`config.mk`:
```
export PLATFORM = sky130hd
export DESIGN_NAME = sinogram_fetch_top
export DESIGN_NICKNAME = d
export VERILOG_FILES = /design/src/sino_pkg.sv /design/src/filtered_line_ram.sv /design/src/sinogram_addresser.sv /design/src/sinogram_fetch_top.sv /design/src/sinogram_ram.sv
export VERILOG_INCLUDE_DIRS = /design/src
export SDC_FILE = /design/constraint.sdc
export NUM_CORES = 2
export LEC_CHECK = 0
export ABC_AREA = 1
export BUFFER_PORTS_ARGS = -buffer_cell sky130_fd_sc_hd__buf_2
export CAP_MARGIN = 20
export CORE_MARGIN = 10
export CORE_UTILIZATION = 33
export DETAILED_ROUTE_END_ITERATION = 10
export SETUP_SLACK_MARGIN = 0.1
export SYNTH_ARGS = -nofsm -noshare
export SYNTH_HDL_FRONTEND = slang
export SYNTH_HIERARCHICAL = 1
export SYNTH_SLANG_ARGS = --single-unit
```
`constraint.sdc`:
```
create_clock -name clk -period 4.22 [get_ports clk]
set_input_delay 0.844 -clock clk [delete_from_list [all_inputs] [get_ports clk]]
set_output_delay 0.844 -clock clk [all_outputs]
set_load 0.1 [all_outputs]
```
`src/sino_defs.svh`:
```
`ifndef SINO_DEFS_SVH
`define SINO_DEFS_SVH

// one sinogram sample
`define kSampleLength 12

// position index along a projection line
`define kSLength 4
// samples per projection line
`define kProjectionLineSize 16

// angle in whole degrees
`define kAngleLength 8
// degrees between consecutive lines
`define kAngleStep 20
// 180 / step, lines per half turn
`define kNoOfAngles 9

// flat word address into the sinogram store
`define kSinogramAddressLength 8
// angles times line size
`define kSinogramDepth 144

`endif

```
`src/sino_pkg.sv`:
```
`include "sino_defs.svh"

package sino_pkg;

    // raw sinogram sample
    typedef logic [`kSampleLength-1:0] sample_t;

    // s index, position within one projection line
    typedef logic [`kSLength-1:0] s_t;

    // projection angle in degrees, 0 .. 160
    typedef logic [`kAngleLength-1:0] angle_t;

    // word address into the sinogram RAM
    typedef logic [`kSinogramAddressLength-1:0] sg_addr_t;

endpackage

```
`src/filtered_line_ram.sv`:
```
`timescale 1ns/10ps
`include "sino_defs.svh"

module filtered_line_ram
(
    input  logic              clk,
    input  logic              reset_n,
    // host run control
    input  logic              hs_kick,
    input  logic              hs_done,
    // addresser
    input  sino_pkg::angle_t  fr_angle,
    input  logic              fr_next_angle_ack,
    output sino_pkg::s_t      fr_s_val,
    output logic              fr_next_angle,
    // sinogram RAM read data
    input  sino_pkg::sample_t sg_data,
    // processing element
    input  sino_pkg::s_t      pe_s,
    input  logic              pe_line_done,
    output logic              pe_line_valid,
    output sino_pkg::angle_t  pe_angle,
    output sino_pkg::sample_t pe_sample
);

    import sino_pkg::*;

    // fill sequencer states
    localparam logic [1:0] idle_s  = 2'd0;
    localparam logic [1:0] fill_s  = 2'd1;
    localparam logic [1:0] flush_s = 2'd2;
    localparam logic [1:0] swap_s  = 2'd3;

    // two line banks, indexed by bank then s
    sample_t line_mem [0:1][0:`kProjectionLineSize-1];

    logic [1:0] state;
    s_t         s_cnt;

    // write side trails the issued s by the RAM latency
    logic       wr_pending;
    s_t         wr_s;

    // bank currently being filled, the other one drains
    logic       fill_sel;
    logic       drain_sel;

    assign drain_sel = ~fill_sel;
    assign fr_s_val  = s_cnt;

    // swap only once the drain bank has been released
    assign fr_next_angle = (state == swap_s) && !pe_line_valid;

    // fill sequencer
    // s runs 0..15, one cycle for the last write, then the swap
    always_ff @(posedge clk)
    begin
        if (!reset_n)
        begin
            state <= idle_s;
            s_cnt <= '0;
        end
        else
        begin
            case (state)
                idle_s:
                begin
                    if (hs_kick)
                    begin
                        state <= fill_s;
                        s_cnt <= '0;
                    end
                end
                fill_s:
                begin
                    if (s_cnt == s_t'(`kProjectionLineSize - 1))
                        state <= flush_s;
                    else
                        s_cnt <= s_cnt + 1'b1;
                end
                flush_s:
                begin
                    // last sample lands in the bank this cycle
                    state <= swap_s;
                end
                swap_s:
                begin
                    // hold here while the PE still owns the drain bank
                    if (fr_next_angle)
                    begin
                        s_cnt <= '0;
                        if (fr_next_angle_ack && !hs_done)
                            state <= fill_s;
                        else
                            state <= idle_s;
                    end
                end
                default:
                begin
                    state <= idle_s;
                end
            endcase
        end
    end

    // delay line for the write index
    always_ff @(posedge clk)
    begin
        if (!reset_n)
        begin
            wr_pending <= 1'b0;
        end
        else
        begin
            wr_pending <= (state == fill_s);
        end
    end

    always_ff @(posedge clk)
    begin
        wr_s <= s_cnt;
    end

    // fill bank write
    // fill_sel is steady here since the swap comes after the last write
    always_ff @(posedge clk)
    begin
        if (wr_pending)
        begin
            line_mem[fill_sel][wr_s] <= sg_data;
        end
    end

    // bank select and drain ownership
    always_ff @(posedge clk)
    begin
        if (!reset_n)
        begin
            fill_sel      <= 1'b0;
            pe_line_valid <= 1'b0;
        end
        else if (fr_next_angle)
        begin
            fill_sel      <= ~fill_sel;
            pe_line_valid <= 1'b1;
        end
        else if (pe_line_done)
        begin
            pe_line_valid <= 1'b0;
        end
    end

    // angle of the line just handed over
    // fr_angle still shows the old value during the swap cycle
    always_ff @(posedge clk)
    begin
        if (fr_next_angle)
        begin
            pe_angle <= fr_angle;
        end
    end

    // drain read, one cycle latency
    always_ff @(posedge clk)
    begin
        pe_sample <= line_mem[drain_sel][pe_s];
    end

endmodule

```
`src/sinogram_addresser.sv`:
```
`timescale 1ns/10ps
`include "sino_defs.svh"

module sinogram_addresser
(
    input  logic              clk,
    input  logic              reset_n,
    // host
    input  logic              hs_kick,
    output logic              hs_done,
    // line RAM
    input  sino_pkg::s_t      fr_s_val,
    input  logic              fr_next_angle,
    output sino_pkg::angle_t  fr_angle,
    output logic              fr_has_next_angle,
    output logic              fr_next_angle_ack,
    // sinogram RAM read address
    output sino_pkg::sg_addr_t sg_addr
);

    import sino_pkg::*;

    // two-state control
    localparam logic ready_s = 1'b0;
    localparam logic work_s  = 1'b1;

    logic     state;
    sg_addr_t sg_base_addr;

    // last line of the run is the one at 160 degrees
    assign fr_has_next_angle = (fr_angle < angle_t'(`kAngleStep * (`kNoOfAngles - 1)));

    // done on the swap of the final line, same cycle as the pulse
    assign hs_done = fr_next_angle && !fr_has_next_angle;

    // tells the line RAM to keep filling after this swap
    assign fr_next_angle_ack = (state == work_s) && fr_has_next_angle && fr_next_angle;

    // line base plus the position the fill sequencer asks for
    assign sg_addr = sg_base_addr + sg_addr_t'(fr_s_val);

    always_ff @(posedge clk)
    begin
        if (!reset_n)
        begin
            state <= ready_s;
        end
        else if (state == ready_s)
        begin
            // kick only counts while idle
            if (hs_kick)
                state <= work_s;
        end
        else if (hs_done)
        begin
            state <= ready_s;
        end
    end

    // angle iterator and base address move together
    always_ff @(posedge clk)
    begin
        if (!reset_n || state == ready_s)
        begin
            fr_angle     <= '0;
            sg_base_addr <= '0;
        end
        else if (fr_next_angle && fr_has_next_angle)
        begin
            fr_angle     <= fr_angle + angle_t'(`kAngleStep);
            // one whole projection line further on
            sg_base_addr <= sg_base_addr + sg_addr_t'(`kProjectionLineSize);
        end
    end

endmodule

```
`src/sinogram_fetch_top.sv`:
```
`timescale 1ns/10ps

module sinogram_fetch_top
(
    input  logic               clk,
    input  logic               reset_n,
    // host load port
    input  logic               hs_wr_en,
    input  sino_pkg::sg_addr_t hs_wr_addr,
    input  sino_pkg::sample_t  hs_wr_data,
    // host run control
    input  logic               hs_kick,
    output logic               hs_done,
    // processing element
    input  sino_pkg::s_t       pe_s,
    input  logic               pe_line_done,
    output logic               pe_line_valid,
    output sino_pkg::angle_t   pe_angle,
    output sino_pkg::sample_t  pe_sample
);

    import sino_pkg::*;

    // addresser <-> line RAM
    s_t       fr_s_val;
    logic     fr_next_angle;
    angle_t   fr_angle;
    logic     fr_next_angle_ack;

    // sinogram RAM read path
    sg_addr_t sg_addr;
    sample_t  sg_data;

    // has-next flag is only used inside the addresser
    sinogram_addresser i_addresser
    (
        .clk               (clk),
        .reset_n           (reset_n),
        .hs_kick           (hs_kick),
        .hs_done           (hs_done),
        .fr_s_val          (fr_s_val),
        .fr_next_angle     (fr_next_angle),
        .fr_angle          (fr_angle),
        .fr_has_next_angle (),
        .fr_next_angle_ack (fr_next_angle_ack),
        .sg_addr           (sg_addr)
    );

    // written by the host and read by the addresser
    sinogram_ram i_sinogram_ram
    (
        .clk     (clk),
        .wr_en   (hs_wr_en),
        .wr_addr (hs_wr_addr),
        .wr_data (hs_wr_data),
        .rd_addr (sg_addr),
        .rd_data (sg_data)
    );

    filtered_line_ram i_line_ram
    (
        .clk               (clk),
        .reset_n           (reset_n),
        .hs_kick           (hs_kick),
        .hs_done           (hs_done),
        .fr_angle          (fr_angle),
        .fr_next_angle_ack (fr_next_angle_ack),
        .fr_s_val          (fr_s_val),
        .fr_next_angle     (fr_next_angle),
        .sg_data           (sg_data),
        .pe_s              (pe_s),
        .pe_line_done      (pe_line_done),
        .pe_line_valid     (pe_line_valid),
        .pe_angle          (pe_angle),
        .pe_sample         (pe_sample)
    );

endmodule

```
`src/sinogram_ram.sv`:
```
`timescale 1ns/10ps
`include "sino_defs.svh"

module sinogram_ram
(
    input  logic               clk,
    // host write port
    input  logic               wr_en,
    input  sino_pkg::sg_addr_t wr_addr,
    input  sino_pkg::sample_t  wr_data,
    // addresser read port
    input  sino_pkg::sg_addr_t rd_addr,
    output sino_pkg::sample_t  rd_data
);

    import sino_pkg::*;

    // one line per angle, lines stored back to back
    sample_t mem [0:`kSinogramDepth-1];

    // host load, one word per enabled cycle
    always_ff @(posedge clk)
    begin
        if (wr_en)
        begin
            mem[wr_addr] <= wr_data;
        end
    end

    // registered read
    // data is back one cycle after the address
    always_ff @(posedge clk)
    begin
        rd_data <= mem[rd_addr];
    end

endmodule

```
# After elaboration in Yosys (flattened, before gate mapping)
# Memory sizes are Yosys's and may differ from the RTL's. A register that Yosys moved wholly into a read port is not among the register bits.
# Index checks and enable logic that the tools add are counted.
[word_totals]
regBits = 50
ramBits = 2112
output_inout_bits = 22
elab_cells = 73
memories = 2
[memory_table]
columns = ["name", "words", "width", "read_ports", "rd_ports_with_merged_regs", "write_ports", "line", "rtl"]
rows = [
  ["i_sinogram_ram.mem", 144, 12, 1, 1, 1, "sinogram_ram.sv:19", "sample_t mem [0:`kSinogramDepth-1];"],
  ["i_line_ram.line_mem", 2, 192, 1, 0, 1, "filtered_line_ram.sv:35", "sample_t line_mem [0:1][0:`kProjectionLineSize-1];"],
]
[op_classes]
add_sub_neg = 4
n_lt_le_gt_ge = 4
eq_ne = 8
n_mux = 23
n_bitwise = 4
n_reduce_logical = 17
[ops]
columns = ["cell", "n"]
rows = [
  ["$mux 192", 1],
  ["$bmux 12 s4", 1],
  ["$demux 12 s4", 1],
  ["$mux 12", 3],
  ["$add 8x5->8 const B", 2],
  ["$mux 4", 3],
  ["$pmux 4 s3", 1],
  ["$ge 5x5->1 const B", 2],
  ["$not 4->5", 2],
  ["$mux 1", 9],
  ["$add 8x4->8", 1],
  ["$lt 8x8->1 const B", 1],
  ["$pmux 2 s4", 1],
  ["$logic_and 1x1->1", 7],
  ["$mux 2", 3],
  ["$ne 2x2->1 const B", 3],
  ["$lt 5x1->1 const B", 1],
  ["$add 4x1->4 const B", 1],
  ["$eq 2x2->1 const B", 2],
  ["$eq 4x4->1 const B", 1],
  ["$logic_not 1->1", 4],
  ["$reduce_and 4->1", 1],
  ["$reduce_and 3->1", 1],
  ["$reduce_bool 3->1", 1],
  ["other kinds (6)", 7],
]

# Depth between registers and ports, before layout
[logic_depth]
depth_word = 8
mapped_depth = 15
mapped_depth_nobuf = 11

# Cells and area by module
# The synthesis kept the hierarchy.
[modules_own_cells]
columns = ["mod", "instances", "cells_each", "area_per_inst_um2", "seq_area_each_um2"]
rows = [
  ["sinogram_ram", 1, 5772, 70141.0, 52130.0],
  ["filtered_line_ram", 1, 1447, 16788.6, 12271.8],
  ["sinogram_addresser", 1, 85, 590.6, 220.2],
]

# Least setup slack after synthesis
# OpenSTA, ideal clock, no wires.
[synth_path]
path_type = "reg2out"
start = "reg i_line_ram.pe_line_valid"
end = "out hs_done"
t_arrival_ns = 2.941
required_time_ns = 3.376
path_slack_ns = 0.435
stages_incl_launch_ff = 4
n_path_buf = 0
cell_sequence = "dfxtp_1 > nor2_1 > inv_1 > nor2_1"
[synth_between]
elab_chain_cells = 3
[synth_lines]
columns = ["item", "line", "rtl"]
rows = [
  ["start, declared", "filtered_line_ram.sv:21", "output logic pe_line_valid,"],
  ["start signal, assigned", "filtered_line_ram.sv:140", "pe_line_valid <= 1'b0;"],
  ["start signal, assigned", "filtered_line_ram.sv:145", "pe_line_valid <= 1'b1;"],
  ["start signal, assigned", "filtered_line_ram.sv:149", "pe_line_valid <= 1'b0;"],
  ["$logic_not 1->1", "filtered_line_ram.sv:52", "assign fr_next_angle = (state == swap_s) && !pe_line_valid;"],
  ["$logic_and 1x1->1", "filtered_line_ram.sv:52", ""],
  ["named net fr_next_angle", "sinogram_fetch_top.sv:26", "logic fr_next_angle;"],
  ["$logic_and 1x1->1", "sinogram_addresser.sv:34", "assign hs_done = fr_next_angle && !fr_has_next_angle;"],
  ["end, declared", "sinogram_fetch_top.sv:13", "output logic hs_done,"],
]
# The timed path passes the listed nets, and every way through them passes these cells.

# Worst setup path after layout
[layout_path]
start = "reg i_line_ram.state[0]"
end = "out hs_done"
[layout_between]
elab_chain_cells = 3
[layout_lines]
columns = ["item", "line", "rtl"]
rows = [
  ["start, declared", "filtered_line_ram.sv:37", "logic [1:0] state;"],
  ["start signal, assigned", "filtered_line_ram.sv:60", "state <= idle_s;"],
  ["start signal, assigned", "filtered_line_ram.sv:70", "state <= fill_s;"],
  ["start signal, assigned", "filtered_line_ram.sv:77", "state <= flush_s;"],
  ["$eq 2x2->1", "filtered_line_ram.sv:52", ""],
  ["$logic_and 1x1->1", "filtered_line_ram.sv:52", ""],
  ["named net fr_next_angle", "sinogram_fetch_top.sv:26", ""],
  ["$logic_and 1x1->1", "sinogram_addresser.sv:34", ""],
]
# The timed path passes the listed nets, and every way through them passes these cells.

==> run_results.csv <==
group,metric,value,unit
run_status,status,"finished, final reports clean",
die,coreArea,265000,µm²
logic_synthesis,synth_cells,7304,
power,vdd_ir_drop_max,438,µV
grt,grt-ovfl-total,0,
cts,htree_levels,4,
cts,clk_path_buf_depth,3,
logic_synthesis,synth.most_common_cell,"nand2_1",
logic_synthesis,synth_warnings,6,
sta,finalSetupTns,0,ns
sta,slew_headroom,24.6,%
grt,grt.total_usage,15.9,%
layout,drive_gt1_share,8.36,%
layout,final_area,99000,µm²
logic_synthesis,syn_area,87500,µm²
die,die_h,535,µm
die,io_pins,51,
routing,drcViolationCount,0,
sta,period_share,77.7,%
placement,gp_congestion,0.836,
routing,wl_per_cell,21.5,µm
grt,grt_pass1_vias,54000,
die,rows,189,
cts,clkTransAtPathRegs,0.06,ns
layout,fillers,25100,
grt,grt_busiest_layer,"met2",
sta,setup_viol_count_final,0,
critical_path,arrival,2.44,ns
placement,port_buffers,50,
placement,dp_cells,10700,
routing,antenna_left,0,
critical_path,critPathKind,"flip-flop to primary output",
cts,ctsHoldBuffers,0,
sta,fin_crit,3.28,ns
routing,via_count,56600,
cts,postCtsSetupBuffers,0,
grt,use_met2,25.0,%
layout,register_area,64600,µm²
cts,worstSkewPairLatency,0.87,ns
grt,antenna_found_initial,7,
placement,hpwl,131,mm
routing,viasPerCell,5.11,
grt,grt_max_degree,163,
critical_path,slowest_delay,0.49,ns
logic_synthesis,synth_area_leaders,"edfxtp_1 73%, nand3_1 10%, nand2_1 9.7%, buf_2 1.3%, nor2_1 1.3%",
die,start_util,33.1,%
cts,clockRootBuffer,"clkbuf_16",
logic_synthesis,synth_cell_types,31,
layout,multi_input_area,20000,µm²
layout,syn2layout_area_growth,13.1,%
grt,grt_pass1_wl,352,mm
logic_synthesis,async_flop_share,0,%
logic_synthesis,synth_area_leader_cell,"edfxtp_1",
logic_synthesis,synth-edff-count,2120,
layout,finalNonFillerCells,11100,
layout,fin_util,37.4,%
routing,drtPass1Iterations,8,
logic_synthesis,synth_ff_type,"edfxtp_1",
sta,finalHoldViolCount,0,
critical_path,cp-end-kind,"primary output",
critical_path,path_delay_family,"buffers and inverters",
critical_path,cp_num_buf_inv,3,
sta,rsz0062_at_grt,"no",
cts,cts.sinks,2168,
grt,grtUsageMet1,22.2,%
logic_synthesis,avgSynthCellArea,12.0,µm²
sta,max_freq,305,MHz
critical_path,worstPathMaxFanout,5,
placement,place_area,92200,µm²
logic_synthesis,synth.ff_latch_count,2168,
critical_path,cp-start-kind,"flip-flop",
cts,ctsResizeCount,0,
critical_path,required,3.38,ns
die,die-area,286000,µm²
sta,worstMarginPinSlew,1.13,ns
critical_path,path_cells,"ha_1, inv_1, nor2_1, inv_1, nor2_1, buf_2",
grt,gr-usage-met3,3.36,%
critical_path,slowest_stage,"buf_2",
power,powerDensity,486,nW/µm²
routing,drt_wl_total,238,mm
min_path,worstHoldPathType,"primary input to flip-flop",
cts,cts_tree,"built",
power,finalPower,48.1,mW
logic_synthesis,synth_top_area_share,72.7,%
sta,finClkSkew,0.0781,ns
cts,cts_made_buffers,208,
sta,slew_violations,0,
power,leakagePower,34.1,nW
logic_synthesis,synthTopCellsByCount,"2269 x nand2_1, 2120 x edfxtp_1, 1789 x nand3_1",
die,die_x,535,µm
layout,nets,7396,
routing,drtIter0Drc,6517,
job,max_cap_violations,0,
logic_synthesis,ys_seq_area_share,73.8,%
-- cell type report --
type	instances	area share, %
clock inverters	120	1.21
repair buffers	320	2.90
well taps	3533	4.47
diodes	4	0.0101
flip-flops and latches	2168	65.3
multi-input cells	4585	20.2
inverters	76	0.329
clock buffers	258	5.54
-- final timing paths --
kind,from,to,slack (ns),cells past startpoint
setup / recovery,i_line_ram/state[0]$_SDFFE_PN0P_,hs_done,0.94,6
hold / removal,pe_line_done,i_line_ram/pe_line_valid$_SDFFE_PN0P_,0.31,4
setup reg to reg,i_line_ram/fr_s_val[1]$_SDFFE_PN0P_,i_sinogram_ram/rd_data[9]$_DFF_P_,1.14,10
hold reg to reg,i_addresser/fr_angle[3]$_SDFFE_PP0P_,i_line_ram/pe_angle[3]$_DFFE_PP_,0.52,0
-- report_power, final --
group | switching (mW) | internal (mW) | leakage [nW] | total (mW)
clock network | 8.12 | 10.3 | 3.26 | 18.4
logic | 4.13 | 1.29 | 11.4 | 5.42
registers | 0.181 | 24.1 | 19.5 | 24.2
total | 12.4 | 35.6 | 34.1 | 48.1
-- stage by stage --
stage	hold WS (ns)	setup WS (ns)
finish	0.310	0.940
global route	0.265	0.758
CTS	0.232	0.871
detailed placement	0.507	0.854
global placement	0.485	0.728
floorplan	0.380	0.435
-- layer usage --
metal  vias to the layer above  wire [µm]  part of all wire [%]
li1                      26000          -                     -
met1                     27900     101000                    42
met2                      2286     109000                    46
met3                       383      20600                   8.7
met4                         4       7250                   3.0
met5                         -         23                0.0097
-- layout by cell type, fill, tap and decap left out, types with 3 or more instances in the layout --
master / instances
inv_8: 3
dfxtp_4: 5
inv_1: 69
a21oi_1: 13
dfxtp_1: 40
o211ai_1: 11
clkbuf_8: 9
edfxtp_1: 2120
clkinv_1: 46
clkbuf_1: 41
buf_6: 23
diode_2: 4
ha_1: 8
nor2_1: 310
clkinv_2: 37
dfxtp_2: 3
buf_2: 37
buf_12: 35
clkinvlp_4: 4
clkbuf_16: 208
bufinv_16: 17
nor3_1: 17
clkinv_16: 6
nand3_1: 1789
o22ai_1: 11
o21ai_0: 103
clkinv_8: 3
nand2_1: 2269
o221ai_1: 37
buf_4: 223
o21ai_1: 3
inv_6: 9
nand4_1: 3
-- cell families (layout without fill, tap and decap cells) --
group / Yosys count / after routing / synth area share [%]
adders and majority gates: 8 / 8 / 0.114
buffers and inverters: 552 / 774 / 3.32
xor gates and xnor gates: 3 / 3 / 0.0300
and+or+nand+nor: 4392 / 4392 / 21.4
AOI/OAI and AO/OA: 180 / 180 / 1.25
other: 1 / 6 / 0.00428
DFF: 2168 / 2168 / 73.8
-- sequential cells by signal, indices dropped and copies added (netlist names) --
| register | count |
|---|---|
| i_sinogram_ram/mem | 1728 |
| i_line_ram/line_mem | 384 |
| i_line_ram/pe_sample | 12 |
| i_sinogram_ram/rd_data | 12 |
| i_line_ram/pe_angle | 8 |
| i_addresser/fr_angle | 6 |
| i_addresser/sg_base_addr | 4 |
| i_line_ram/fr_s_val | 4 |
| i_line_ram/wr_s | 4 |
| i_line_ram/state | 2 |
| i_addresser/state | 1 |
| i_line_ram/fill_sel | 1 |
| i_line_ram/pe_line_valid | 1 |
| i_line_ram/wr_pending | 1 |
-- worst register-to-register path, delay by kind of cell (launching register included) --
kind,cells,cell delay (ns)
and+or+nand+nor,9,1.69
DFF,1,0.64
buffers and inverters,1,0.61
Note: power is estimated with default switching activity, not from simulation.
